$ cat config.mk
export PLATFORM = sky130hd
export DESIGN_NAME = id_stage
export DESIGN_NICKNAME = d
export VERILOG_FILES = /design/src/verilog/rv_isa_pkg.sv /design/src/verilog/id_bus_pkg.sv /design/src/verilog/id_stage.sv /design/src/verilog/id_issue_ctrl.sv /design/src/verilog/id_branch_unit.sv /design/src/verilog/id_gpr_file.sv /design/src/verilog/id_decoder.sv /design/src/verilog/id_inst_latch.sv
export SDC_FILE = /design/constraint.sdc
export NUM_CORES = 2
export LEC_CHECK = 0
export BUFFER_PORTS_ARGS = -buffer_cell sky130_fd_sc_hd__buf_2
export CORE_MARGIN = 4
export CORE_UTILIZATION = 50
export CTS_BUF_LIST = sky130_fd_sc_hd__clkbuf_8 sky130_fd_sc_hd__clkbuf_16
export DETAILED_ROUTE_END_ITERATION = 10
export PLACE_DENSITY = 0.67
export SLEW_MARGIN = 20
export SYNTH_ARGS = -nofsm -noshare
export SYNTH_HDL_FRONTEND = slang
export SYNTH_SLANG_ARGS = --single-unit
$ cat constraint.sdc
create_clock -name i_clk -period 20.2 [get_ports i_clk]
set_clock_uncertainty 0.2 [all_clocks]
set_input_delay 6.06 -clock i_clk [delete_from_list [all_inputs] [get_ports i_clk]]
set_output_delay 6.06 -clock i_clk [all_outputs]
set_load 0.1 [all_outputs]
$ cat src/verilog/rv_isa_pkg.sv
// RV64I ISA definitions
`default_nettype none

package rv_isa_pkg;

  localparam int XLEN        = 64;
  localparam int INST_WD     = 32;
  localparam int GPR_ADDR_WD = 5;
  localparam int NUM_GPR     = 32;

  typedef logic [XLEN-1:0]        xlen_t;
  typedef logic [INST_WD-1:0]     inst_t;
  typedef logic [GPR_ADDR_WD-1:0] gpr_addr_t;
  typedef logic [6:0]             opcode_t;
  typedef logic [4:0]             alu_op_t;
  typedef logic [2:0]             br_func_t;
  typedef logic [2:0]             mem_op_t;  // funct3 of load/store
  typedef logic [1:0]             src2_sel_t;

  // major opcodes
  localparam opcode_t OPC_LUI      = 7'b0110111;
  localparam opcode_t OPC_AUIPC    = 7'b0010111;
  localparam opcode_t OPC_JAL      = 7'b1101111;
  localparam opcode_t OPC_JALR     = 7'b1100111;
  localparam opcode_t OPC_BRANCH   = 7'b1100011;
  localparam opcode_t OPC_LOAD     = 7'b0000011;
  localparam opcode_t OPC_STORE    = 7'b0100011;
  localparam opcode_t OPC_OP_IMM   = 7'b0010011;
  localparam opcode_t OPC_OP       = 7'b0110011;
  localparam opcode_t OPC_OP_IMM32 = 7'b0011011;
  localparam opcode_t OPC_OP32     = 7'b0111011;

  localparam alu_op_t ALU_ADD  = 5'd0;
  localparam alu_op_t ALU_SUB  = 5'd1;
  localparam alu_op_t ALU_SLL  = 5'd2;
  localparam alu_op_t ALU_SLT  = 5'd3;
  localparam alu_op_t ALU_SLTU = 5'd4;
  localparam alu_op_t ALU_XOR  = 5'd5;
  localparam alu_op_t ALU_SRL  = 5'd6;
  localparam alu_op_t ALU_SRA  = 5'd7;
  localparam alu_op_t ALU_OR   = 5'd8;
  localparam alu_op_t ALU_AND  = 5'd9;
  localparam alu_op_t ALU_LUI  = 5'd10;  // pass operand 2

  localparam br_func_t BR_BEQ  = 3'b000;
  localparam br_func_t BR_BNE  = 3'b001;
  localparam br_func_t BR_BLT  = 3'b100;
  localparam br_func_t BR_BGE  = 3'b101;
  localparam br_func_t BR_BLTU = 3'b110;
  localparam br_func_t BR_BGEU = 3'b111;

  // alu operand 2 select
  localparam src2_sel_t SRC2_RS2  = 2'd0;
  localparam src2_sel_t SRC2_IMM  = 2'd1;
  localparam src2_sel_t SRC2_FOUR = 2'd2;  // link value pc + 4

endpackage

`default_nettype wire
$ cat src/verilog/id_bus_pkg.sv
// Decode stage bus structures
`default_nettype none

package id_bus_pkg;

  // fetch to decode
  typedef struct packed {
    rv_isa_pkg::inst_t inst;
    rv_isa_pkg::xlen_t pc;
  } fs_to_ds_t;

  // write-back to register file
  typedef struct packed {
    logic                  wen;
    rv_isa_pkg::gpr_addr_t waddr;
    rv_isa_pkg::xlen_t     wdata;
  } wb_to_rf_t;

  typedef struct packed {
    rv_isa_pkg::gpr_addr_t rs1;
    rv_isa_pkg::gpr_addr_t rs2;
    logic                  rs1_used;
    logic                  rs2_used;
    rv_isa_pkg::gpr_addr_t rd;
    rv_isa_pkg::xlen_t     imm;
    logic                  alu_src1_pc;
    rv_isa_pkg::src2_sel_t alu_src2_sel;
    logic                  alu_word;  // 32-bit op, sign-extend result
    rv_isa_pkg::alu_op_t   alu_op;
    logic                  gpr_wen;
    logic                  mem_ren;
    logic                  mem_wen;
    rv_isa_pkg::mem_op_t   mem_op;
    logic                  is_branch;
    logic                  is_jal;
    logic                  is_jalr;
    rv_isa_pkg::br_func_t  br_func;
    logic                  invalid;
  } dec_ctrl_t;

  // decode to execute
  typedef struct packed {
    rv_isa_pkg::xlen_t     rs1data;
    rv_isa_pkg::xlen_t     rs2data;
    rv_isa_pkg::xlen_t     imm;
    rv_isa_pkg::xlen_t     pc;
    logic                  alu_src1_pc;
    rv_isa_pkg::src2_sel_t alu_src2_sel;
    rv_isa_pkg::alu_op_t   alu_op;
    logic                  alu_word;
    rv_isa_pkg::gpr_addr_t rd;
    logic                  gpr_wen;
    logic                  mem_ren;
    logic                  mem_wen;
    rv_isa_pkg::mem_op_t   mem_op;
    logic                  invalid;
  } ds_to_es_t;

  // redirect to fetch
  typedef struct packed {
    logic              taken;
    rv_isa_pkg::xlen_t target;
  } br_bus_t;

  // destinations of execute, memory and write-back stages
  typedef struct packed {
    rv_isa_pkg::gpr_addr_t es_rd;
    rv_isa_pkg::gpr_addr_t ms_rd;
    rv_isa_pkg::gpr_addr_t ws_rd;
  } hazard_rd_t;

endpackage

`default_nettype wire

$ cat src/verilog/id_stage.sv
// Instruction decode stage
`timescale 1ns/10ps
`default_nettype none

module id_stage (
  input  wire                    i_clk,
  input  wire                    i_rst_n,
  // fetch side
  input  wire                    i_fs_to_ds_valid,
  input  id_bus_pkg::fs_to_ds_t  i_fs_to_ds,
  output logic                   o_ds_allowin,
  // execute side
  input  wire                    i_es_allowin,
  output logic                   o_ds_to_es_valid,
  output id_bus_pkg::ds_to_es_t  o_ds_to_es,
  // redirect to fetch
  output id_bus_pkg::br_bus_t    o_br_bus,
  // write-back and hazard sources
  input  id_bus_pkg::wb_to_rf_t  i_wb_to_rf,
  input  id_bus_pkg::hazard_rd_t i_hazard_rd
);

  logic                  ds_valid;
  logic                  ready_go;
  id_bus_pkg::fs_to_ds_t ds_bundle;
  id_bus_pkg::dec_ctrl_t dec_ctrl;
  rv_isa_pkg::xlen_t     rs1data;
  rv_isa_pkg::xlen_t     rs2data;
  logic                  br_taken;
  rv_isa_pkg::xlen_t     br_target;

  id_inst_latch u_latch (
    .i_clk            (i_clk),
    .i_rst_n          (i_rst_n),
    .i_fs_to_ds_valid (i_fs_to_ds_valid),
    .i_fs_to_ds       (i_fs_to_ds),
    .i_ready_go       (ready_go),
    .i_es_allowin     (i_es_allowin),
    .o_ds_allowin     (o_ds_allowin),
    .o_ds_valid       (ds_valid),
    .o_ds_bundle      (ds_bundle)
  );

  id_decoder u_dec (
    .i_inst (ds_bundle.inst),
    .o_ctrl (dec_ctrl)
  );

  id_gpr_file u_gprs (
    .i_clk    (i_clk),
    .i_rst_n  (i_rst_n),
    .i_raddr1 (dec_ctrl.rs1),
    .i_raddr2 (dec_ctrl.rs2),
    .i_wb     (i_wb_to_rf),
    .o_rdata1 (rs1data),
    .o_rdata2 (rs2data)
  );

  id_branch_unit u_bru (
    .i_ctrl    (dec_ctrl),
    .i_pc      (ds_bundle.pc),
    .i_rs1data (rs1data),
    .i_rs2data (rs2data),
    .o_taken   (br_taken),
    .o_target  (br_target)
  );

  id_issue_ctrl u_issue (
    .i_ds_valid       (ds_valid),
    .i_ctrl           (dec_ctrl),
    .i_pc             (ds_bundle.pc),
    .i_rs1data        (rs1data),
    .i_rs2data        (rs2data),
    .i_taken          (br_taken),
    .i_target         (br_target),
    .i_hazard_rd      (i_hazard_rd),
    .o_ready_go       (ready_go),
    .o_ds_to_es_valid (o_ds_to_es_valid),
    .o_ds_to_es       (o_ds_to_es),
    .o_br_bus         (o_br_bus)
  );

endmodule

`default_nettype wire

$ cat src/verilog/id_issue_ctrl.sv
// Decode stage issue control
`timescale 1ns/10ps
`default_nettype none

module id_issue_ctrl (
  input  wire                    i_ds_valid,
  input  id_bus_pkg::dec_ctrl_t  i_ctrl,
  input  rv_isa_pkg::xlen_t      i_pc,
  input  rv_isa_pkg::xlen_t      i_rs1data,
  input  rv_isa_pkg::xlen_t      i_rs2data,
  input  wire                    i_taken,
  input  rv_isa_pkg::xlen_t      i_target,
  input  id_bus_pkg::hazard_rd_t i_hazard_rd,
  output logic                   o_ready_go,
  output logic                   o_ds_to_es_valid,
  output id_bus_pkg::ds_to_es_t  o_ds_to_es,
  output id_bus_pkg::br_bus_t    o_br_bus
);

  logic is_link;

  // a used nonzero source matching any pending destination
  function automatic logic src_hit(
    input logic                   used,
    input rv_isa_pkg::gpr_addr_t  src,
    input id_bus_pkg::hazard_rd_t hz
  );
    logic hit;
    hit = (hz.es_rd == src) || (hz.ms_rd == src) || (hz.ws_rd == src);
    return used && (src != '0) && hit;
  endfunction

  assign o_ready_go = !(src_hit(i_ctrl.rs1_used, i_ctrl.rs1, i_hazard_rd) ||
                        src_hit(i_ctrl.rs2_used, i_ctrl.rs2, i_hazard_rd));

  assign o_ds_to_es_valid = i_ds_valid && o_ready_go;

  assign o_br_bus.taken  = o_ds_to_es_valid && i_taken;
  assign o_br_bus.target = i_target;

  // jumps hand pc + 4 to execute as the link value
  assign is_link = i_ctrl.is_jal || i_ctrl.is_jalr;

  assign o_ds_to_es.rs1data      = i_rs1data;
  assign o_ds_to_es.rs2data      = i_rs2data;
  assign o_ds_to_es.imm          = i_ctrl.imm;
  assign o_ds_to_es.pc           = i_pc;
  assign o_ds_to_es.alu_src1_pc  = is_link || i_ctrl.alu_src1_pc;
  assign o_ds_to_es.alu_src2_sel = is_link ? rv_isa_pkg::SRC2_FOUR : i_ctrl.alu_src2_sel;
  assign o_ds_to_es.alu_op       = i_ctrl.alu_op;
  assign o_ds_to_es.alu_word     = i_ctrl.alu_word;
  assign o_ds_to_es.rd           = i_ctrl.rd;
  assign o_ds_to_es.gpr_wen      = i_ctrl.gpr_wen;
  assign o_ds_to_es.mem_ren      = i_ctrl.mem_ren;
  assign o_ds_to_es.mem_wen      = i_ctrl.mem_wen;
  assign o_ds_to_es.mem_op       = i_ctrl.mem_op;
  assign o_ds_to_es.invalid      = i_ctrl.invalid;

endmodule

`default_nettype wire

$ cat src/verilog/id_branch_unit.sv
// Branch and jump resolution
`timescale 1ns/10ps
`default_nettype none

module id_branch_unit (
  input  id_bus_pkg::dec_ctrl_t i_ctrl,
  input  rv_isa_pkg::xlen_t     i_pc,
  input  rv_isa_pkg::xlen_t     i_rs1data,
  input  rv_isa_pkg::xlen_t     i_rs2data,
  output logic                  o_taken,
  output rv_isa_pkg::xlen_t     o_target
);

  logic              eq;
  logic              lt_s;
  logic              lt_u;
  logic              cond;
  rv_isa_pkg::xlen_t jalr_sum;

  assign eq   = (i_rs1data == i_rs2data);
  assign lt_s = ($signed(i_rs1data) < $signed(i_rs2data));
  assign lt_u = (i_rs1data < i_rs2data);

  always_comb begin
    case (i_ctrl.br_func)
      rv_isa_pkg::BR_BEQ:  cond = eq;
      rv_isa_pkg::BR_BNE:  cond = !eq;
      rv_isa_pkg::BR_BLT:  cond = lt_s;
      rv_isa_pkg::BR_BGE:  cond = !lt_s;
      rv_isa_pkg::BR_BLTU: cond = lt_u;
      rv_isa_pkg::BR_BGEU: cond = !lt_u;
      default:             cond = 1'b0;  // reserved, decoder flags it
    endcase
  end

  assign jalr_sum = i_rs1data + i_ctrl.imm;

  assign o_taken = i_ctrl.is_jal || i_ctrl.is_jalr || (i_ctrl.is_branch && cond);

  // jalr clears bit 0 of the sum
  assign o_target = i_ctrl.is_jalr ? {jalr_sum[rv_isa_pkg::XLEN-1:1], 1'b0}
                                   : i_pc + i_ctrl.imm;

endmodule

`default_nettype wire

$ cat src/verilog/id_gpr_file.sv
// General purpose register file
`timescale 1ns/10ps
`default_nettype none

module id_gpr_file (
  input  wire                   i_clk,
  input  wire                   i_rst_n,
  input  rv_isa_pkg::gpr_addr_t i_raddr1,
  input  rv_isa_pkg::gpr_addr_t i_raddr2,
  input  id_bus_pkg::wb_to_rf_t i_wb,
  output rv_isa_pkg::xlen_t     o_rdata1,
  output rv_isa_pkg::xlen_t     o_rdata2
);

  rv_isa_pkg::xlen_t gpr_q [rv_isa_pkg::NUM_GPR];

  // entry 0 is never written
  always_ff @(posedge i_clk or negedge i_rst_n) begin
    if (!i_rst_n) begin
      for (int i = 0; i < rv_isa_pkg::NUM_GPR; i++) begin
        gpr_q[i] <= '0;
      end
    end else if (i_wb.wen && (i_wb.waddr != '0)) begin
      gpr_q[i_wb.waddr] <= i_wb.wdata;
    end
  end

  // no write-through, new value seen next cycle
  assign o_rdata1 = (i_raddr1 == '0) ? '0 : gpr_q[i_raddr1];
  assign o_rdata2 = (i_raddr2 == '0) ? '0 : gpr_q[i_raddr2];

endmodule

`default_nettype wire

$ cat src/verilog/id_decoder.sv
// RV64I instruction decoder
`timescale 1ns/10ps
`default_nettype none

module id_decoder (
  input  rv_isa_pkg::inst_t     i_inst,
  output id_bus_pkg::dec_ctrl_t o_ctrl
);

  rv_isa_pkg::opcode_t opcode;
  logic [2:0]          funct3;
  logic [6:0]          funct7;
  logic [6:0]          shift_f;  // upper field of immediate shifts
  rv_isa_pkg::xlen_t   imm_i;
  rv_isa_pkg::xlen_t   imm_s;
  rv_isa_pkg::xlen_t   imm_b;
  rv_isa_pkg::xlen_t   imm_u;
  rv_isa_pkg::xlen_t   imm_j;
  logic                bad;

  assign opcode = i_inst[6:0];
  assign funct3 = i_inst[14:12];
  assign funct7 = i_inst[31:25];

  assign imm_i = {{52{i_inst[31]}}, i_inst[31:20]};
  assign imm_s = {{52{i_inst[31]}}, i_inst[31:25], i_inst[11:7]};
  assign imm_b = {{52{i_inst[31]}}, i_inst[7], i_inst[30:25], i_inst[11:8], 1'b0};
  assign imm_u = {{32{i_inst[31]}}, i_inst[31:12], 12'b0};
  assign imm_j = {{44{i_inst[31]}}, i_inst[19:12], i_inst[20], i_inst[30:21], 1'b0};

  // rv64 shamt is 6 bits, word shifts keep the full funct7
  assign shift_f = (opcode == rv_isa_pkg::OPC_OP_IMM32) ? funct7 : {i_inst[31:26], 1'b0};

  always_comb begin
    o_ctrl              = '0;
    bad                 = 1'b0;
    o_ctrl.rs1          = i_inst[19:15];
    o_ctrl.rs2          = i_inst[24:20];
    o_ctrl.rd           = i_inst[11:7];
    o_ctrl.mem_op       = funct3;
    o_ctrl.br_func      = funct3;
    o_ctrl.alu_op       = rv_isa_pkg::ALU_ADD;
    o_ctrl.alu_src2_sel = rv_isa_pkg::SRC2_RS2;
    case (opcode)
      rv_isa_pkg::OPC_LUI: begin
        o_ctrl.imm          = imm_u;
        o_ctrl.alu_op       = rv_isa_pkg::ALU_LUI;
        o_ctrl.alu_src2_sel = rv_isa_pkg::SRC2_IMM;
        o_ctrl.gpr_wen      = 1'b1;
      end
      rv_isa_pkg::OPC_AUIPC: begin
        o_ctrl.imm          = imm_u;
        o_ctrl.alu_src1_pc  = 1'b1;
        o_ctrl.alu_src2_sel = rv_isa_pkg::SRC2_IMM;
        o_ctrl.gpr_wen      = 1'b1;
      end
      rv_isa_pkg::OPC_JAL: begin
        o_ctrl.imm     = imm_j;
        o_ctrl.is_jal  = 1'b1;
        o_ctrl.gpr_wen = 1'b1;
      end
      rv_isa_pkg::OPC_JALR: begin
        o_ctrl.imm      = imm_i;
        o_ctrl.rs1_used = 1'b1;
        o_ctrl.is_jalr  = 1'b1;
        o_ctrl.gpr_wen  = 1'b1;
        bad             = (funct3 != 3'b000);
      end
      rv_isa_pkg::OPC_BRANCH: begin
        o_ctrl.imm       = imm_b;
        o_ctrl.rs1_used  = 1'b1;
        o_ctrl.rs2_used  = 1'b1;
        o_ctrl.is_branch = 1'b1;
        bad              = (funct3[2:1] == 2'b01);  // 010, 011 reserved
      end
      rv_isa_pkg::OPC_LOAD: begin
        o_ctrl.imm          = imm_i;
        o_ctrl.rs1_used     = 1'b1;
        o_ctrl.alu_src2_sel = rv_isa_pkg::SRC2_IMM;
        o_ctrl.mem_ren      = 1'b1;
        o_ctrl.gpr_wen      = 1'b1;
        bad                 = (funct3 == 3'b111);
      end
      rv_isa_pkg::OPC_STORE: begin
        o_ctrl.imm          = imm_s;
        o_ctrl.rs1_used     = 1'b1;
        o_ctrl.rs2_used     = 1'b1;
        o_ctrl.alu_src2_sel = rv_isa_pkg::SRC2_IMM;
        o_ctrl.mem_wen      = 1'b1;
        bad                 = funct3[2];  // sb sh sw sd only
      end
      rv_isa_pkg::OPC_OP_IMM, rv_isa_pkg::OPC_OP_IMM32: begin
        o_ctrl.imm          = imm_i;
        o_ctrl.rs1_used     = 1'b1;
        o_ctrl.alu_src2_sel = rv_isa_pkg::SRC2_IMM;
        o_ctrl.alu_word     = (opcode == rv_isa_pkg::OPC_OP_IMM32);
        o_ctrl.gpr_wen      = 1'b1;
        case (funct3)
          3'b000: o_ctrl.alu_op = rv_isa_pkg::ALU_ADD;
          3'b001: begin
            o_ctrl.alu_op = rv_isa_pkg::ALU_SLL;
            bad           = (shift_f != 7'b0000000);
          end
          3'b101: begin
            o_ctrl.alu_op = shift_f[5] ? rv_isa_pkg::ALU_SRA : rv_isa_pkg::ALU_SRL;
            bad           = (shift_f != 7'b0000000) && (shift_f != 7'b0100000);
          end
          3'b010: o_ctrl.alu_op = rv_isa_pkg::ALU_SLT;
          3'b011: o_ctrl.alu_op = rv_isa_pkg::ALU_SLTU;
          3'b100: o_ctrl.alu_op = rv_isa_pkg::ALU_XOR;
          3'b110: o_ctrl.alu_op = rv_isa_pkg::ALU_OR;
          default: o_ctrl.alu_op = rv_isa_pkg::ALU_AND;
        endcase
        // word form has only addiw, slliw, srliw, sraiw
        if (o_ctrl.alu_word && (funct3 != 3'b000) && (funct3[1:0] != 2'b01)) begin
          bad = 1'b1;
        end
      end
      rv_isa_pkg::OPC_OP, rv_isa_pkg::OPC_OP32: begin
        o_ctrl.rs1_used = 1'b1;
        o_ctrl.rs2_used = 1'b1;
        o_ctrl.alu_word = (opcode == rv_isa_pkg::OPC_OP32);
        o_ctrl.gpr_wen  = 1'b1;
        case ({funct7, funct3})
          10'b0000000_000: o_ctrl.alu_op = rv_isa_pkg::ALU_ADD;
          10'b0100000_000: o_ctrl.alu_op = rv_isa_pkg::ALU_SUB;
          10'b0000000_001: o_ctrl.alu_op = rv_isa_pkg::ALU_SLL;
          10'b0000000_101: o_ctrl.alu_op = rv_isa_pkg::ALU_SRL;
          10'b0100000_101: o_ctrl.alu_op = rv_isa_pkg::ALU_SRA;
          10'b0000000_010: o_ctrl.alu_op = rv_isa_pkg::ALU_SLT;
          10'b0000000_011: o_ctrl.alu_op = rv_isa_pkg::ALU_SLTU;
          10'b0000000_100: o_ctrl.alu_op = rv_isa_pkg::ALU_XOR;
          10'b0000000_110: o_ctrl.alu_op = rv_isa_pkg::ALU_OR;
          10'b0000000_111: o_ctrl.alu_op = rv_isa_pkg::ALU_AND;
          default:         bad = 1'b1;
        endcase
        if (o_ctrl.alu_word && (funct3 != 3'b000) && (funct3[1:0] != 2'b01)) begin
          bad = 1'b1;  // no word form of slt/sltu/xor/or/and
        end
      end
      default: bad = 1'b1;
    endcase

    // invalid still issues, but with no side effects
    if (bad) begin
      o_ctrl.invalid   = 1'b1;
      o_ctrl.gpr_wen   = 1'b0;
      o_ctrl.mem_ren   = 1'b0;
      o_ctrl.mem_wen   = 1'b0;
      o_ctrl.is_branch = 1'b0;
      o_ctrl.is_jal    = 1'b0;
      o_ctrl.is_jalr   = 1'b0;
      o_ctrl.rs1_used  = 1'b0;
      o_ctrl.rs2_used  = 1'b0;
    end
  end

endmodule

`default_nettype wire

$ cat src/verilog/id_inst_latch.sv
// Decode stage input latch
`timescale 1ns/10ps
`default_nettype none

module id_inst_latch (
  input  wire                   i_clk,
  input  wire                   i_rst_n,
  // from fetch
  input  wire                   i_fs_to_ds_valid,
  input  id_bus_pkg::fs_to_ds_t i_fs_to_ds,
  // issue side
  input  wire                   i_ready_go,
  input  wire                   i_es_allowin,
  output logic                  o_ds_allowin,
  output logic                  o_ds_valid,
  output id_bus_pkg::fs_to_ds_t o_ds_bundle
);

  logic ds_valid_q;
  logic accept;

  // empty, or current instruction leaves this cycle
  assign o_ds_allowin = !ds_valid_q || (i_ready_go && i_es_allowin);
  assign accept       = i_fs_to_ds_valid && o_ds_allowin;

  always_ff @(posedge i_clk or negedge i_rst_n) begin
    if (!i_rst_n) begin
      ds_valid_q <= 1'b0;
    end else if (o_ds_allowin) begin
      ds_valid_q <= i_fs_to_ds_valid;  // bubble when fetch has nothing
    end
  end

  always_ff @(posedge i_clk or negedge i_rst_n) begin
    if (!i_rst_n) begin
      o_ds_bundle <= '0;
    end else if (accept) begin
      o_ds_bundle <= i_fs_to_ds;
    end
  end

  assign o_ds_valid = ds_valid_q;

endmodule

`default_nettype wire

==> insert_results.sql <==
INSERT INTO impl_metrics (metric_group, metric, value, unit) VALUES
('run_status', 'run_status', 'finished clean', ''),
('cts', 'cts_tree', 'done', ''),
('global_route', 'grt_first_pass_wirelength', '623000', 'um'),
('timing', 'worst_slew_margin_rel', '15.6', '%'),
('cts', 'number_of_buffers_between_clock_root_and_the_deepest_sink', '3', ''),
('detailed_routing', 'detailed_route_drc_error_count', '0', ''),
('critical_path', 'cp_cell_sequence', 'buf_12, or2_4, buf_12, or4_4, buf_4, o21ai_0, ha_1, nand4_1, nor4_1, nand2_1, nor2_1, a21oi_1, xnor2_1, nand3_1, a21boi_0, buf_2', ''),
('global_route', 'pin_count_of_the_biggest_net_entering_global_routing', '195', ''),
('placed_design', 'place_ws', '5.13', 'ns'),
('critical_path', 'crit_cells', '16', ''),
('pwr', 'worst_ir_drop_vdd', '0.105', 'mV'),
('detailed_routing', 'wl_met3', '42700', 'um'),
('detailed_routing', 'routed-wl-met2', '197000', 'um'),
('cts', 'cts-buffers-inserted', '229', ''),
('timing', 'period_needed', '16.08', 'ns'),
('placed_design', 'finalWeightedCongestion', '0.961', ''),
('synth', 'yosys-top-cells-count', '2,197 x sky130_fd_sc_hd__mux2_2, 2,145 x sky130_fd_sc_hd__dfrtp_1, 924 x sky130_fd_sc_hd__mux4_2, 773 x sky130_fd_sc_hd__clkbuf_1, 422 x sky130_fd_sc_hd__a21oi_1', ''),
('timing', 'post-route-worst-setup-slack', '4.12', 'ns'),
('detailed_routing', 'viasPerCell', '6.89', ''),
('cts', 'clkSinkCount', '2145', ''),
('floorplan', 'fp.coreArea', '246000', 'um2'),
('critical_path', 'critical_path.max_stage_delay', '0.91', 'ns'),
('cts', 'cts_root_buffer', 'sky130_fd_sc_hd__clkbuf_16', ''),
('synth', 'synth.top_cells.by_area', 'sky130_fd_sc_hd__dfrtp_1 43%, sky130_fd_sc_hd__mux2_2 20%, sky130_fd_sc_hd__mux4_2 17%', ''),
('hold_path', 'hold_path_class', 'flop to flop', ''),
('detailed_routing', 'met1_length', '168000', 'um'),
('finish', 'nNetsFinal', '9459', ''),
('synth', 'synth-async-reset-ratio', '100', '%'),
('synth', 'top_cell_type_s_share_of_synthesized_area', '43.5', '%'),
('critical_path', 'timing_worst_setup_path_type', 'flop to primary output', ''),
('synth', 'synthesis.instances', '9204', ''),
('synth', 'synth_nets', '9580', ''),
('critical_path', 'reg2reg_setup_slack', '14.46', 'ns'),
('pwr', 'power.density_cell_area', '121', 'nW/um2'),
('global_route', 'antenna_found_initial', '53', ''),
('floorplan', 'die_h', '505', 'um'),
('critical_path', 'critPathLaunchType', 'flop', ''),
('finish', 'layout.cells.non_filler', '12500', ''),
('floorplan', 'ios', '529', ''),
('timing', 'finalHoldViolCount', '0', ''),
('cts', 'cts_repair_resize_count', '0', ''),
('critical_path', 'critPathBufInv', '4', ''),
('cts', 'h-tree-depth', '4', ''),
('global_route', 'grt-ovfl-total', '0', ''),
('critical_path', 'library_cell_contributing_the_largest_single_delay_on_the_critical_path', 'sky130_fd_sc_hd__nor4_1', ''),
('pwr', 'power.clock.fraction', '27.0', '%'),
('timing', 'maxSlewViolCount', '0', ''),
('critical_path', 'critical_path.reg2reg.endpoint', 'u_latch.o_ds_bundle[61]$_DFFE_PN0P_', ''),
('critical_path', 'worst_path_most_repeated_cell', 'sky130_fd_sc_hd__buf_12', ''),
('finish', 'layout.core_utilization', '55.2', '%'),
('floorplan', 'die_width', '505', 'um'),
('critical_path', 'worstPathRequired', '13.94', 'ns'),
('finish', 'share_of_layout_cells_above_drive_strength_1', '46.2', '%'),
('pwr', 'p_int', '10000', 'uW'),
('synth', 'synth_seq_cells', '2145', ''),
('placed_design', 'placed_cells_incl_taps', '12100', ''),
('detailed_routing', 'routed-via-count', '86300', ''),
('synth', 'synth_cell_types', '71', ''),
('hold_path', 'worst_hold_startpoint', 'u_gprs.gpr_q[2027]$_DFFE_PN0P_', ''),
('timing', 'setup_violations', '0', ''),
('critical_path', 'cp_data_arrival_time', '9.82', 'ns'),
('timing', 'final_min_period_over_clock_period', '79.6', '%'),
('critical_path', 'critical-path-top-delay-family', 'simple AND/OR/NAND/NOR gates', ''),
('synth', 'avgSynthCellArea', '13.4', 'um2'),
('cts', 'clkLatencyLatePin', '0.93', 'ns'),
('critical_path', 'worstSetupStartpoint', 'u_latch.o_ds_bundle[85]$_DFFE_PN0P_', ''),
('timing', 'max_clock_freq', '0.0622', 'GHz'),
('placed_design', 'hpwlAfterDp', '260000', 'um'),
('critical_path', 'timing.critical_path.to_type', 'primary output', ''),
('timing', 'hold_slack', '0.197', 'ns'),
('synth', 'yosys_warnings', '0', '');
flip-flops by register name, indices dropped and copies added, names as in the netlist:
| register | count |
|---|---|
| u_gprs.gpr_q | 2048 |
| u_latch.o_ds_valid | 1 |
| u_latch.o_ds_bundle | 96 |
kinds of logic (layout without fill, tap and decap cells):
kind of cell | after synthesis | in the layout | share of synthesized area (%)
flip-flops | 2145 | 2145 | 43.5
XOR/XNOR | 155 | 155 | 1.10
buffers and inverters | 1179 | 1253 | 4.08
other | 1 | 24 | 0.00304
multiplexers | 3541 | 3541 | 40.3
AO/OA/AOI/OAI | 1248 | 1248 | 6.20
adder cells (fa/ha/maj) | 191 | 191 | 1.95
AND/OR/NAND/NOR | 744 | 744 | 2.92
layout make-up:
| cell class | instances | area (um2) |
|---|---|---|
| diodes | 23 | 57.6 |
| clock buffers | 295 | 6650 |
| clock inverters | 131 | 1320 |
| fillers | 19900 | 110000 |
| inverters | 108 | 408 |
| multi-input cells | 5880 | 65100 |
| flip-flops and latches | 2145 | 53700 |
| well taps | 3220 | 4030 |
| repair buffers | 719 | 4410 |
worst register-to-register path, delay by kind of cell (launching register included):
family,cells,cell delay [ns]
buffers and inverters,3,1.96
AO/OA/AOI/OAI,2,0.35
flip-flops,1,0.71
AND/OR/NAND/NOR,5,1.85
multiplexers,1,0.52
worst max path at each step:
stage,end,slack (ns)
floorplan,o_br_bus[64],4.09
global placement,o_br_bus[64],5.25
detailed placement,o_br_bus[64],5.13
CTS,o_br_bus[64],4.11
global route,o_br_bus[64],4.15
finish,o_br_bus[64],4.12
routing by layer:
metal,global-route usage (%),vias up
li1,-,34700
met1,44.0,45900
met2,51.4,4646
met3,8.46,1028
met4,15.6,16
met5,0,-
power by group through the flow:
| stage | sequential, uW | clock, uW | combinational (uW) |
|---|---|---|---|
| after global routing | 5870 | 4640 | 6490 |
| after CTS | 5750 | 4470 | 6140 |
| after floorplan | 5550 | 0 | 4590 |
| final | 5790 | 4420 | 6190 |
| after detailed placement | 5820 | 0 | 6120 |
| after global placement | 5750 | 0 | 6050 |
layout by cell type (no fill, tap or decap), types with 117 or more instances in the layout:
cell type                      n
sky130_fd_sc_hd__buf_2       526
sky130_fd_sc_hd__inv_1       156
sky130_fd_sc_hd__mux4_2      924
sky130_fd_sc_hd__dfrtp_1    2135
sky130_fd_sc_hd__mux2_2     2197
sky130_fd_sc_hd__nor2_1      165
sky130_fd_sc_hd__a21oi_1     422
sky130_fd_sc_hd__nor3_1      144
sky130_fd_sc_hd__nand2_1     154
sky130_fd_sc_hd__ha_1        189
sky130_fd_sc_hd__buf_4       166
sky130_fd_sc_hd__o22ai_1     122
sky130_fd_sc_hd__o21ai_0     293
sky130_fd_sc_hd__a21o_1      117
sky130_fd_sc_hd__o221ai_1    121
sky130_fd_sc_hd__clkbuf_16   230
sky130_fd_sc_hd__mux2i_1     420
metrics by stage:
| stage | instance area, um2 | total power, uW |
|---|---|---|
| 2_1_floorplan | 123000 | 10100 |
| 3_3_place_gp | 128000 | 11800 |
| 3_5_place_dp | 128000 | 11900 |
| 4_1_cts | 136000 | 16400 |
| 5_1_grt | 136000 | 17000 |
| 6_report | 136000 | 16400 |
No activity file was read; power rests on OpenSTA's default activity.
